$ cat src/verilog/ttc_reg_pkg.sv
//--------------------
// Register map of the triple-compare timer
// Holds the APB widths, the register offsets and the layout of the
// interrupt register. Imported by the register file, the interrupt
// block and the top level.
//--------------------
`default_nettype none

package ttc_reg_pkg;

  //--------------------
  // Bus widths
  //--------------------
  localparam int addr_w = 8;            // Byte address
  localparam int data_w = 32;

  //--------------------
  // Register offsets
  //--------------------
  localparam logic [addr_w-1:0] addr_ctrl     = 8'h00; // Enable, mode, match_en, restart
  localparam logic [addr_w-1:0] addr_interval = 8'h04;
  localparam logic [addr_w-1:0] addr_match1   = 8'h08;
  localparam logic [addr_w-1:0] addr_match2   = 8'h0C;
  localparam logic [addr_w-1:0] addr_match3   = 8'h10;
  localparam logic [addr_w-1:0] addr_count    = 8'h14; // Read only, live value
  localparam logic [addr_w-1:0] addr_intr     = 8'h18; // Cleared by a read
  localparam logic [addr_w-1:0] addr_intr_en  = 8'h1C;

  //--------------------
  // Interrupt register
  //--------------------
  localparam int intr_w = 6;

  // Same layout for status, enable and write data
  typedef struct packed {
    logic spare;                        // Bit 5, never set
    logic overflow;                     // Bit 4, free-run wrap
    logic match3;
    logic match2;
    logic match1;
    logic interval;                     // Bit 0, interval wrap
  } ttc_intr_bits_t;

endpackage

`default_nettype wire

$ cat src/verilog/ttc_cnt_pkg.sv
//--------------------
// Counter types of the triple-compare timer
// Count width, control bits, compare values and event pulses
// shared by the register file, the counter and the interrupt block
//--------------------
`default_nettype none

package ttc_cnt_pkg;

  localparam int cnt_w = 16;
  localparam logic [cnt_w-1:0] cnt_max = {cnt_w{1'b1}}; // Free-run wrap point

  typedef logic [cnt_w-1:0] ttc_count_t;

  // Control register bits 2..0, first field is the top bit
  typedef struct packed {
    logic match_en;                     // Bit 2
    logic interval_mode;                // Bit 1, else free-run
    logic enable;                       // Bit 0
  } ttc_ctrl_t;

  localparam int ctrl_w      = $bits(ttc_ctrl_t);
  localparam int restart_bit = 3;       // Write-one pulse, not stored

  // Values the count is compared against
  typedef struct packed {
    ttc_count_t interval;
    ttc_count_t match1;
    ttc_count_t match2;
    ttc_count_t match3;
  } ttc_cmp_t;

  // One-cycle pulses from the counter
  typedef struct packed {
    logic       overflow;
    logic [2:0] match;                  // [2] match3 down to [0] match1
    logic       interval;
  } ttc_events_t;

endpackage

`default_nettype wire

$ cat src/verilog/ttc_apb_regs.sv
//--------------------
// APB register file of the timer
// Decodes zero-wait APB accesses, holds control, interval and match
// values, muxes read data and makes the restart and clear strobes.
// The interrupt enable register itself sits in the interrupt block.
//--------------------
`timescale 1ns/1ps
`default_nettype none

module ttc_apb_regs
  import ttc_reg_pkg::*;
  import ttc_cnt_pkg::*;
(
  input  wire logic              pclk7,
  input  wire logic              n_p_reset7,
  input  wire logic              psel,
  input  wire logic              penable,
  input  wire logic              pwrite,
  input  wire logic [addr_w-1:0] paddr,
  input  wire logic [data_w-1:0] pwdata,
  input  wire ttc_count_t        count,       // Live count
  input  wire ttc_intr_bits_t    intr_reg,
  input  wire ttc_intr_bits_t    intr_en,
  output logic      [data_w-1:0] prdata,
  output ttc_ctrl_t              ctrl,
  output ttc_cmp_t               cmp,
  output logic                   restart,     // One cycle after the write
  output logic                   intr_en_sel,
  output logic                   clear_interrupt,
  output ttc_intr_bits_t         wdata_en
);

  logic      wr_access;                 // Access phase of a write
  logic      rd_access;                 // Access phase of a read
  ttc_ctrl_t ctrl_q;
  ttc_cmp_t  cmp_q;
  logic      restart_q;

  assign wr_access = psel & penable & pwrite;
  assign rd_access = psel & penable & ~pwrite;

  //--------------------
  // Strobes to the interrupt block
  //--------------------
  assign intr_en_sel     = wr_access && (paddr == addr_intr_en);
  assign clear_interrupt = rd_access && (paddr == addr_intr);   // Clear on read
  assign wdata_en        = ttc_intr_bits_t'(pwdata[intr_w-1:0]);

  //--------------------
  // Write registers
  //--------------------
  always_ff @(posedge pclk7 or negedge n_p_reset7)
  begin
    if (!n_p_reset7)
    begin
      ctrl_q    <= '0;
      cmp_q     <= '0;
      restart_q <= 1'b0;
    end
    else
    begin
      restart_q <= 1'b0;                // Pulse, low unless written
      if (wr_access)
      begin
        case (paddr)
          addr_ctrl:
          begin
            ctrl_q    <= ttc_ctrl_t'(pwdata[ctrl_w-1:0]);
            restart_q <= pwdata[restart_bit];
          end
          addr_interval: cmp_q.interval <= pwdata[cnt_w-1:0];
          addr_match1:   cmp_q.match1   <= pwdata[cnt_w-1:0];
          addr_match2:   cmp_q.match2   <= pwdata[cnt_w-1:0];
          addr_match3:   cmp_q.match3   <= pwdata[cnt_w-1:0];
          default:       ;              // Read only or undecoded
        endcase
      end
    end
  end

  assign ctrl    = ctrl_q;
  assign cmp     = cmp_q;
  assign restart = restart_q;

  //--------------------
  // Read mux, zero outside a read access
  //--------------------
  always_comb
  begin
    prdata = '0;
    if (rd_access)
    begin
      case (paddr)
        addr_ctrl:     prdata[ctrl_w-1:0] = ctrl_q;  // Restart bit reads zero
        addr_interval: prdata[cnt_w-1:0]  = cmp_q.interval;
        addr_match1:   prdata[cnt_w-1:0]  = cmp_q.match1;
        addr_match2:   prdata[cnt_w-1:0]  = cmp_q.match2;
        addr_match3:   prdata[cnt_w-1:0]  = cmp_q.match3;
        addr_count:    prdata[cnt_w-1:0]  = count;
        addr_intr:     prdata[intr_w-1:0] = intr_reg;
        addr_intr_en:  prdata[intr_w-1:0] = intr_en;
        default:       prdata = '0;
      endcase
    end
  end

endmodule

`default_nettype wire

$ cat src/verilog/ttc_counter.sv
//--------------------
// 16-bit up counter of the timer
// Counts while enabled, wraps at the interval value or at 0xFFFF
// depending on mode, and compares against three match values.
// Event pulses are registered on the same edge as the count.
//--------------------
`timescale 1ns/1ps
`default_nettype none

module ttc_counter
  import ttc_cnt_pkg::*;
(
  input  wire logic      pclk7,
  input  wire logic      n_p_reset7,
  input  wire ttc_ctrl_t ctrl,
  input  wire ttc_cmp_t  cmp,
  input  wire logic      restart,       // Zeroes count on this edge
  output ttc_count_t     count,
  output ttc_events_t    events
);

  ttc_count_t  count_q;
  ttc_events_t events_q;
  logic        at_interval;             // Count sits on the interval value
  logic        at_max;                  // Count sits on 0xFFFF
  logic [2:0]  match_hit;               // [2] match3 .. [0] match1
  logic        match_on;

  assign at_interval = (count_q == cmp.interval);
  assign at_max      = (count_q == cnt_max);

  // Compare all three at once
  assign match_hit = {count_q == cmp.match3,
                      count_q == cmp.match2,
                      count_q == cmp.match1};

  assign match_on = ctrl.match_en & ctrl.enable;

  //--------------------
  // Count and wrap
  //--------------------
  always_ff @(posedge pclk7 or negedge n_p_reset7)
  begin
    if (!n_p_reset7)
    begin
      count_q  <= '0;
      events_q <= '0;
    end
    else
    begin
      events_q.interval <= 1'b0;        // Pulses by default
      events_q.overflow <= 1'b0;

      if (restart)
        count_q <= '0;                  // Wins over enable, no wrap event
      else if (ctrl.enable)
      begin
        if (ctrl.interval_mode && at_interval)
        begin
          count_q           <= '0;
          events_q.interval <= 1'b1;
        end
        else if (!ctrl.interval_mode && at_max)
        begin
          count_q           <= '0;
          events_q.overflow <= 1'b1;
        end
        else
          count_q <= count_q + ttc_count_t'(1);  // Plain wraps past 0xFFFF silently
      end

      // Match pulses follow the count seen at this edge
      events_q.match <= match_on ? match_hit : 3'b000;
    end
  end

  assign count  = count_q;
  assign events = events_q;

endmodule

`default_nettype wire

$ cat src/verilog/ttc_interrupt.sv
//--------------------
// Interrupt block of the timer
// Captures rising edges of the counter events, sets masked sticky
// status bits and ORs them onto the interrupt line. Reading the
// status clears it unless a fresh edge came in the cycle before.
//--------------------
`timescale 1ns/1ps
`default_nettype none

module ttc_interrupt
  import ttc_reg_pkg::*;
  import ttc_cnt_pkg::*;
(
  input  wire logic           pclk7,
  input  wire logic           n_p_reset7,
  input  wire ttc_events_t    events,
  input  wire ttc_intr_bits_t wdata_en,        // New enable value
  input  wire logic           intr_en_sel,     // Write strobe for enable
  input  wire logic           clear_interrupt, // Read of the status
  output ttc_intr_bits_t      intr_reg,
  output ttc_intr_bits_t      intr_en,
  output logic                interrupt
);

  ttc_intr_bits_t    detect;            // Events in register layout
  logic [intr_w-1:0] sync_q;            // Events one cycle late
  logic [intr_w-1:0] edge_q;            // Rising edges, one cycle wide
  logic [intr_w-1:0] status_q;
  logic [intr_w-1:0] enable_q;
  logic              edge_seen_q;       // Edge captured last cycle
  logic [intr_w-1:0] new_bits;

  // Map pulses into the register view
  always_comb
  begin
    detect          = '0;               // Spare stays zero
    detect.overflow = events.overflow;
    detect.match3   = events.match[2];
    detect.match2   = events.match[1];
    detect.match1   = events.match[0];
    detect.interval = events.interval;
  end

  assign new_bits = edge_q & enable_q;  // Masked captures

  //--------------------
  // Capture and sticky status
  //--------------------
  always_ff @(posedge pclk7 or negedge n_p_reset7)
  begin
    if (!n_p_reset7)
    begin
      sync_q      <= '0;
      edge_q      <= '0;
      status_q    <= '0;
      enable_q    <= '0;
      edge_seen_q <= 1'b0;
    end
    else
    begin
      sync_q      <= detect;
      edge_q      <= ~sync_q & detect;
      edge_seen_q <= |edge_q;
      if (clear_interrupt && !edge_seen_q)
        status_q <= new_bits;           // Keep only fresh captures
      else
        status_q <= status_q | new_bits;
      if (intr_en_sel)
        enable_q <= wdata_en;
    end
  end

  assign intr_reg  = status_q;
  assign intr_en   = enable_q;
  assign interrupt = |status_q;

endmodule

`default_nettype wire

$ cat src/verilog/ttc_timer_top.sv
//--------------------
// Top level of the triple-compare timer
// APB slave with one 16-bit counter and a single interrupt line.
// Connects the register file, the counter and the interrupt block.
//--------------------
`timescale 1ns/1ps
`default_nettype none

module ttc_timer_top
  import ttc_reg_pkg::*;
  import ttc_cnt_pkg::*;
(
  input  wire logic              pclk7,
  input  wire logic              n_p_reset7,
  input  wire logic              psel,
  input  wire logic              penable,
  input  wire logic              pwrite,
  input  wire logic [addr_w-1:0] paddr,
  input  wire logic [data_w-1:0] pwdata,
  output logic      [data_w-1:0] prdata,
  output logic                   interrupt
);

  ttc_ctrl_t      ctrl;
  ttc_cmp_t       cmp;
  ttc_count_t     count;
  ttc_events_t    events;
  ttc_intr_bits_t intr_reg;
  ttc_intr_bits_t intr_en;
  ttc_intr_bits_t wdata_en;
  logic           restart;
  logic           intr_en_sel;
  logic           clear_interrupt;

  // Bus side
  ttc_apb_regs ttc_apb_regs_inst (
    .pclk7           (pclk7),
    .n_p_reset7      (n_p_reset7),
    .psel            (psel),
    .penable         (penable),
    .pwrite          (pwrite),
    .paddr           (paddr),
    .pwdata          (pwdata),
    .count           (count),
    .intr_reg        (intr_reg),
    .intr_en         (intr_en),
    .prdata          (prdata),
    .ctrl            (ctrl),
    .cmp             (cmp),
    .restart         (restart),
    .intr_en_sel     (intr_en_sel),
    .clear_interrupt (clear_interrupt),
    .wdata_en        (wdata_en)
  );

  ttc_counter ttc_counter_inst (
    .pclk7      (pclk7),
    .n_p_reset7 (n_p_reset7),
    .ctrl       (ctrl),
    .cmp        (cmp),
    .restart    (restart),
    .count      (count),
    .events     (events)
  );

  // Events to the interrupt line
  ttc_interrupt ttc_interrupt_inst (
    .pclk7           (pclk7),
    .n_p_reset7      (n_p_reset7),
    .events          (events),
    .wdata_en        (wdata_en),
    .intr_en_sel     (intr_en_sel),
    .clear_interrupt (clear_interrupt),
    .intr_reg        (intr_reg),
    .intr_en         (intr_en),
    .interrupt       (interrupt)
  );

endmodule

`default_nettype wire

$ cat config.mk
export PLATFORM = sky130hd
export DESIGN_NAME = ttc_timer_top
export DESIGN_NICKNAME = d
export VERILOG_FILES = /design/src/verilog/ttc_reg_pkg.sv /design/src/verilog/ttc_cnt_pkg.sv /design/src/verilog/ttc_apb_regs.sv /design/src/verilog/ttc_counter.sv /design/src/verilog/ttc_interrupt.sv /design/src/verilog/ttc_timer_top.sv
export SDC_FILE = /design/constraint.sdc
export NUM_CORES = 1
export LEC_CHECK = 0
export BUFFER_PORTS_ARGS = -buffer_cell sky130_fd_sc_hd__clkbuf_2
export CAP_MARGIN = 20
export CELL_PAD_IN_SITES_DETAIL_PLACEMENT = 0
export CELL_PAD_IN_SITES_GLOBAL_PLACEMENT = 1
export CORE_MARGIN = 2
export CORE_UTILIZATION = 25
export DETAILED_ROUTE_END_ITERATION = 16
export GPL_TIMING_DRIVEN = 0
export PLACE_DENSITY = 0.56
export SLEW_MARGIN = 20
export SYNTH_ARGS = -nofsm -noshare
export SYNTH_HDL_FRONTEND = slang
export SYNTH_SLANG_ARGS = --single-unit
$ cat constraint.sdc
create_clock -name pclk7 -period 2.8 [get_ports pclk7]
set_clock_uncertainty 0.2 [all_clocks]
set_input_delay 0.14 -clock pclk7 [delete_from_list [all_inputs] [get_ports pclk7]]
set_output_delay 0.14 -clock pclk7 [all_outputs]
set_load 0.01 [all_outputs]
==> results.sh <==
export IMPL_ant_nets=0
export IMPL_vdd_drop_max_mv=0.264
export IMPL_hold_viol_final=0
export IMPL_max_slew_margin=0.462
export IMPL_synth_top_area_frac=0.466
export IMPL_min_period_over_period=0.954
export IMPL_rr_endpoint="ttc_counter_inst.count[2]"
export IMPL_htreeDepth=3
export IMPL_clk_latency_ns=0.36
export IMPL_yosysSeqAreaShare=0.466
export IMPL_die_w_um=158
export IMPL_wl_per_cell_um=19.1
export IMPL_worstSetupEndpointType="output pin"
export IMPL_cts_tree="done"
export IMPL_ff2ff_setup_slack_ns=0.19
export IMPL_utilization=0.306
export IMPL_top_level_ports=78
export IMPL_p_leak_nw=3.69
export IMPL_grt_pass1_vias=4526
export IMPL_r2r_start="ttc_counter_inst.count[11]"
export IMPL_ys_ff_latch=111
export IMPL_p_per_area_nw_per_um2=455
export IMPL_crit_fanout=10
export IMPL_worstSetupEndpoint="prdata[1]"
export IMPL_drt_pass1_iterations=5
export IMPL_avgSynthCellArea_um2=11.2
export IMPL_largest_reg_flops=64
export IMPL_synth_cells=534
export IMPL_clk_pin_slew_ns=0.06
export IMPL_crit_top_cell="clkbuf_2"
export IMPL_worst_setup_path_start_kind="input pin"
export IMPL_cap_violations=0
export IMPL_nets=670
export IMPL_grt_pass1_wl_mm=27.6
export IMPL_cts_buffers=9
export IMPL_wl_mm=18.0
export IMPL_cts_root_buf="clkbuf_16"
export IMPL_crit_slowest_cell="or4_4"
export IMPL_crit_type="in2out"
export IMPL_drv_slew=0
export IMPL_crit_start="paddr[5]"
export IMPL_status="finished, final reports clean"
export IMPL_place_gp_congestion=0.803
export IMPL_ys_dominant_reg_cell="dfrtp_1"
export IMPL_die_area_um2=25100
export IMPL_fillCellCount=2429
export IMPL_fin_tns_setup_ns=0
export IMPL_grt_max_degree=57
export IMPL_synthTopCellsByArea="dfrtp_1 47%, mux2_2 12%, xor2_1 9.0%"
export IMPL_port_buffer_count=45
export IMPL_synth_cell_types=48
export IMPL_antenna_found_initial=0
export IMPL_core_um2=23400
export IMPL_cts_buffer_depth=2
export IMPL_row_count=56
export IMPL_setup_viol=0
export IMPL_antenna_cells=0
export IMPL_critPathArrivalTime_ns=2.33
export IMPL_ys_async_sr_fraction=1.00
export IMPL_grt_usage=0.149
export IMPL_required_ns=2.46
export IMPL_synth_most_common_cell="dfrtp_1"
export IMPL_crit_chain="clkbuf_2 -> or4_4 -> nor3b_4 -> buf_2 -> a22oi_1 -> a31oi_1 -> clkbuf_2"
export IMPL_cp_top_family="simple AND/OR/NAND/NOR gates"
export IMPL_syn_area_um2=5960
export IMPL_instances_no_fill=946
export IMPL_area_growth_pct=20.1
export IMPL_routed_via_count=4466
export IMPL_drive_gt1_frac=0.292
export IMPL_reg2reg_depth=9
export IMPL_drt_iter0_drc=311
export IMPL_grt_overflow_total=0
export IMPL_fmax_ghz=0.374
export IMPL_start_util=0.254
export IMPL_synth_edff_count=0
export IMPL_dp_hpwl_mm=13.3
export IMPL_rsz0062_at_grt="false"
export IMPL_min_period_ns=2.67
export IMPL_crit_cells=7
export IMPL_max_stage_delay_ns=0.58
export IMPL_ys_warn_count=0
export IMPL_hold_class="in2async"
export IMPL_drc=0
export IMPL_yosysTopAreaCell="dfrtp_1"
export IMPL_clkSinkCount=111
export IMPL_viasPerCell=4.72
export IMPL_tightest_slew_ns=0.807
export IMPL_dp_cells=914
export IMPL_fp_dieH_um=158
export IMPL_path_buf_inv=3
export IMPL_yosys_top_cells_count="111 x dfrtp_1, 63 x mux2_2, 61 x xor2_1"
timing repair:
item | 4_1_cts | 5_1_grt
endpoints found under the hold margin | 144 | 0
pin swaps | 0 | 1
endpoints found under the setup margin | 1 | 24
gates resized for setup | 1 | 4
hold buffers | 17 | 0
setup buffers | 0 | 2
kinds of logic (layout without fill, tap and decap cells):
family | count (synthesis) | after routing | share of synthesized area
AO/OA/AOI/OAI | 87 | 87 | 0.107
adder cells (fa/ha/maj) | 1 | 1 | 0.00210
buffers and inverters | 56 | 134 | 0.0529
AND/OR/NAND/NOR | 136 | 136 | 0.125
XOR/XNOR | 69 | 69 | 0.101
flip-flops | 111 | 111 | 0.466
multiplexers | 73 | 73 | 0.144
other | 1 | 16 | 0.000630
how the worst min path moves through the flow:
| stage | cells after the start | to | start | slack, ns |
|---|---|---|---|---|
| 6_report | 2 | ttc_interrupt_inst.edge_q[4] | n_p_reset7 | 0.13 |
| 5_1_grt | 2 | ttc_interrupt_inst.edge_q[4] | n_p_reset7 | 0.17 |
| 4_1_cts | 4 | ttc_interrupt_inst.intr_reg[3] | pwrite | 0.14 |
| 3_5_place_dp | 1 | ttc_interrupt_inst.edge_q[4] | n_p_reset7 | -0.05 |
| 3_3_place_gp | 0 | ttc_interrupt_inst.sync_q[1] | ttc_counter_inst.events[1] | 0.16 |
| 2_1_floorplan | 0 | ttc_apb_regs_inst.cmp[0] | n_p_reset7 | -0.36 |
cells in the final DEF, fill, tap and decap left out, drive strengths merged, types with 2 or more instances in the layout:
master         n
xnor2          8
nor2b          6
buf           41
dlygate4sd3   17
a31oi          6
nand3          6
inv            6
a22oi         20
and3           8
conb          16
o21ai          8
nor4b          5
nor4          13
a21oi         17
nor3          15
clkbuf        68
xor2          61
nand2         32
a22o           9
dfrtp        111
o31ai          3
a222oi        14
a221oi         3
nand2b         2
nand4         12
nor2          28
a21o           2
a211oi         2
and2           2
mux2          73
nor3b          3
per-layer routing:
metal	wire length [µm]	up-vias	GRT usage	part of all wire
li1	-	2077	-	-
met3	912	17	0.0264	0.051
met2	8340	142	0.238	0.46
met1	8550	2230	0.209	0.47
met4	249	0	0.0360	0.014
met5	0	-	0	0
through the flow:
stage | cell area (µm²) | setup slack (ns) | hold slack [ns] | power [mW]
finish | 7150 | 0.129 | 0.134 | 3.25
global placement | 6640 | -0.298 | 0.155 | 1.94
global route | 7150 | 0.0516 | 0.170 | 3.39
floorplan | 6010 | 0.618 | -0.356 | 1.81
detailed placement | 6680 | 0.00644 | -0.0474 | 1.95
CTS | 7140 | 0.0166 | 0.137 | 3.28
report_power, final:
group / switching (mW) / leakage, nW / internal (mW) / total, mW
Combinational: 0.181 / 2.01 / 0.118 / 0.300
Sequential: 0.0192 / 1.55 / 1.62 / 1.64
Clock: 0.598 / 0.142 / 0.712 / 1.31
Total: 0.799 / 3.69 / 2.45 / 3.25
area by class of cell:
| class | instances | area (µm²) | share of cell area |
|---|---|---|---|
| Multi-Input combinational cell | 382 | 2930 | 0.409 |
| Clock buffer | 11 | 243 | 0.0339 |
| Buffer | 50 | 295 | 0.0413 |
| Inverter | 5 | 18.8 | 0.00262 |
| Clock inverter | 3 | 43.8 | 0.00612 |
| Sequential cell | 111 | 2780 | 0.388 |
| Timing Repair Buffer | 65 | 447 | 0.0624 |
| Tap cell | 319 | 399 | 0.0558 |
No activity file was read; power rests on OpenSTA's default activity.
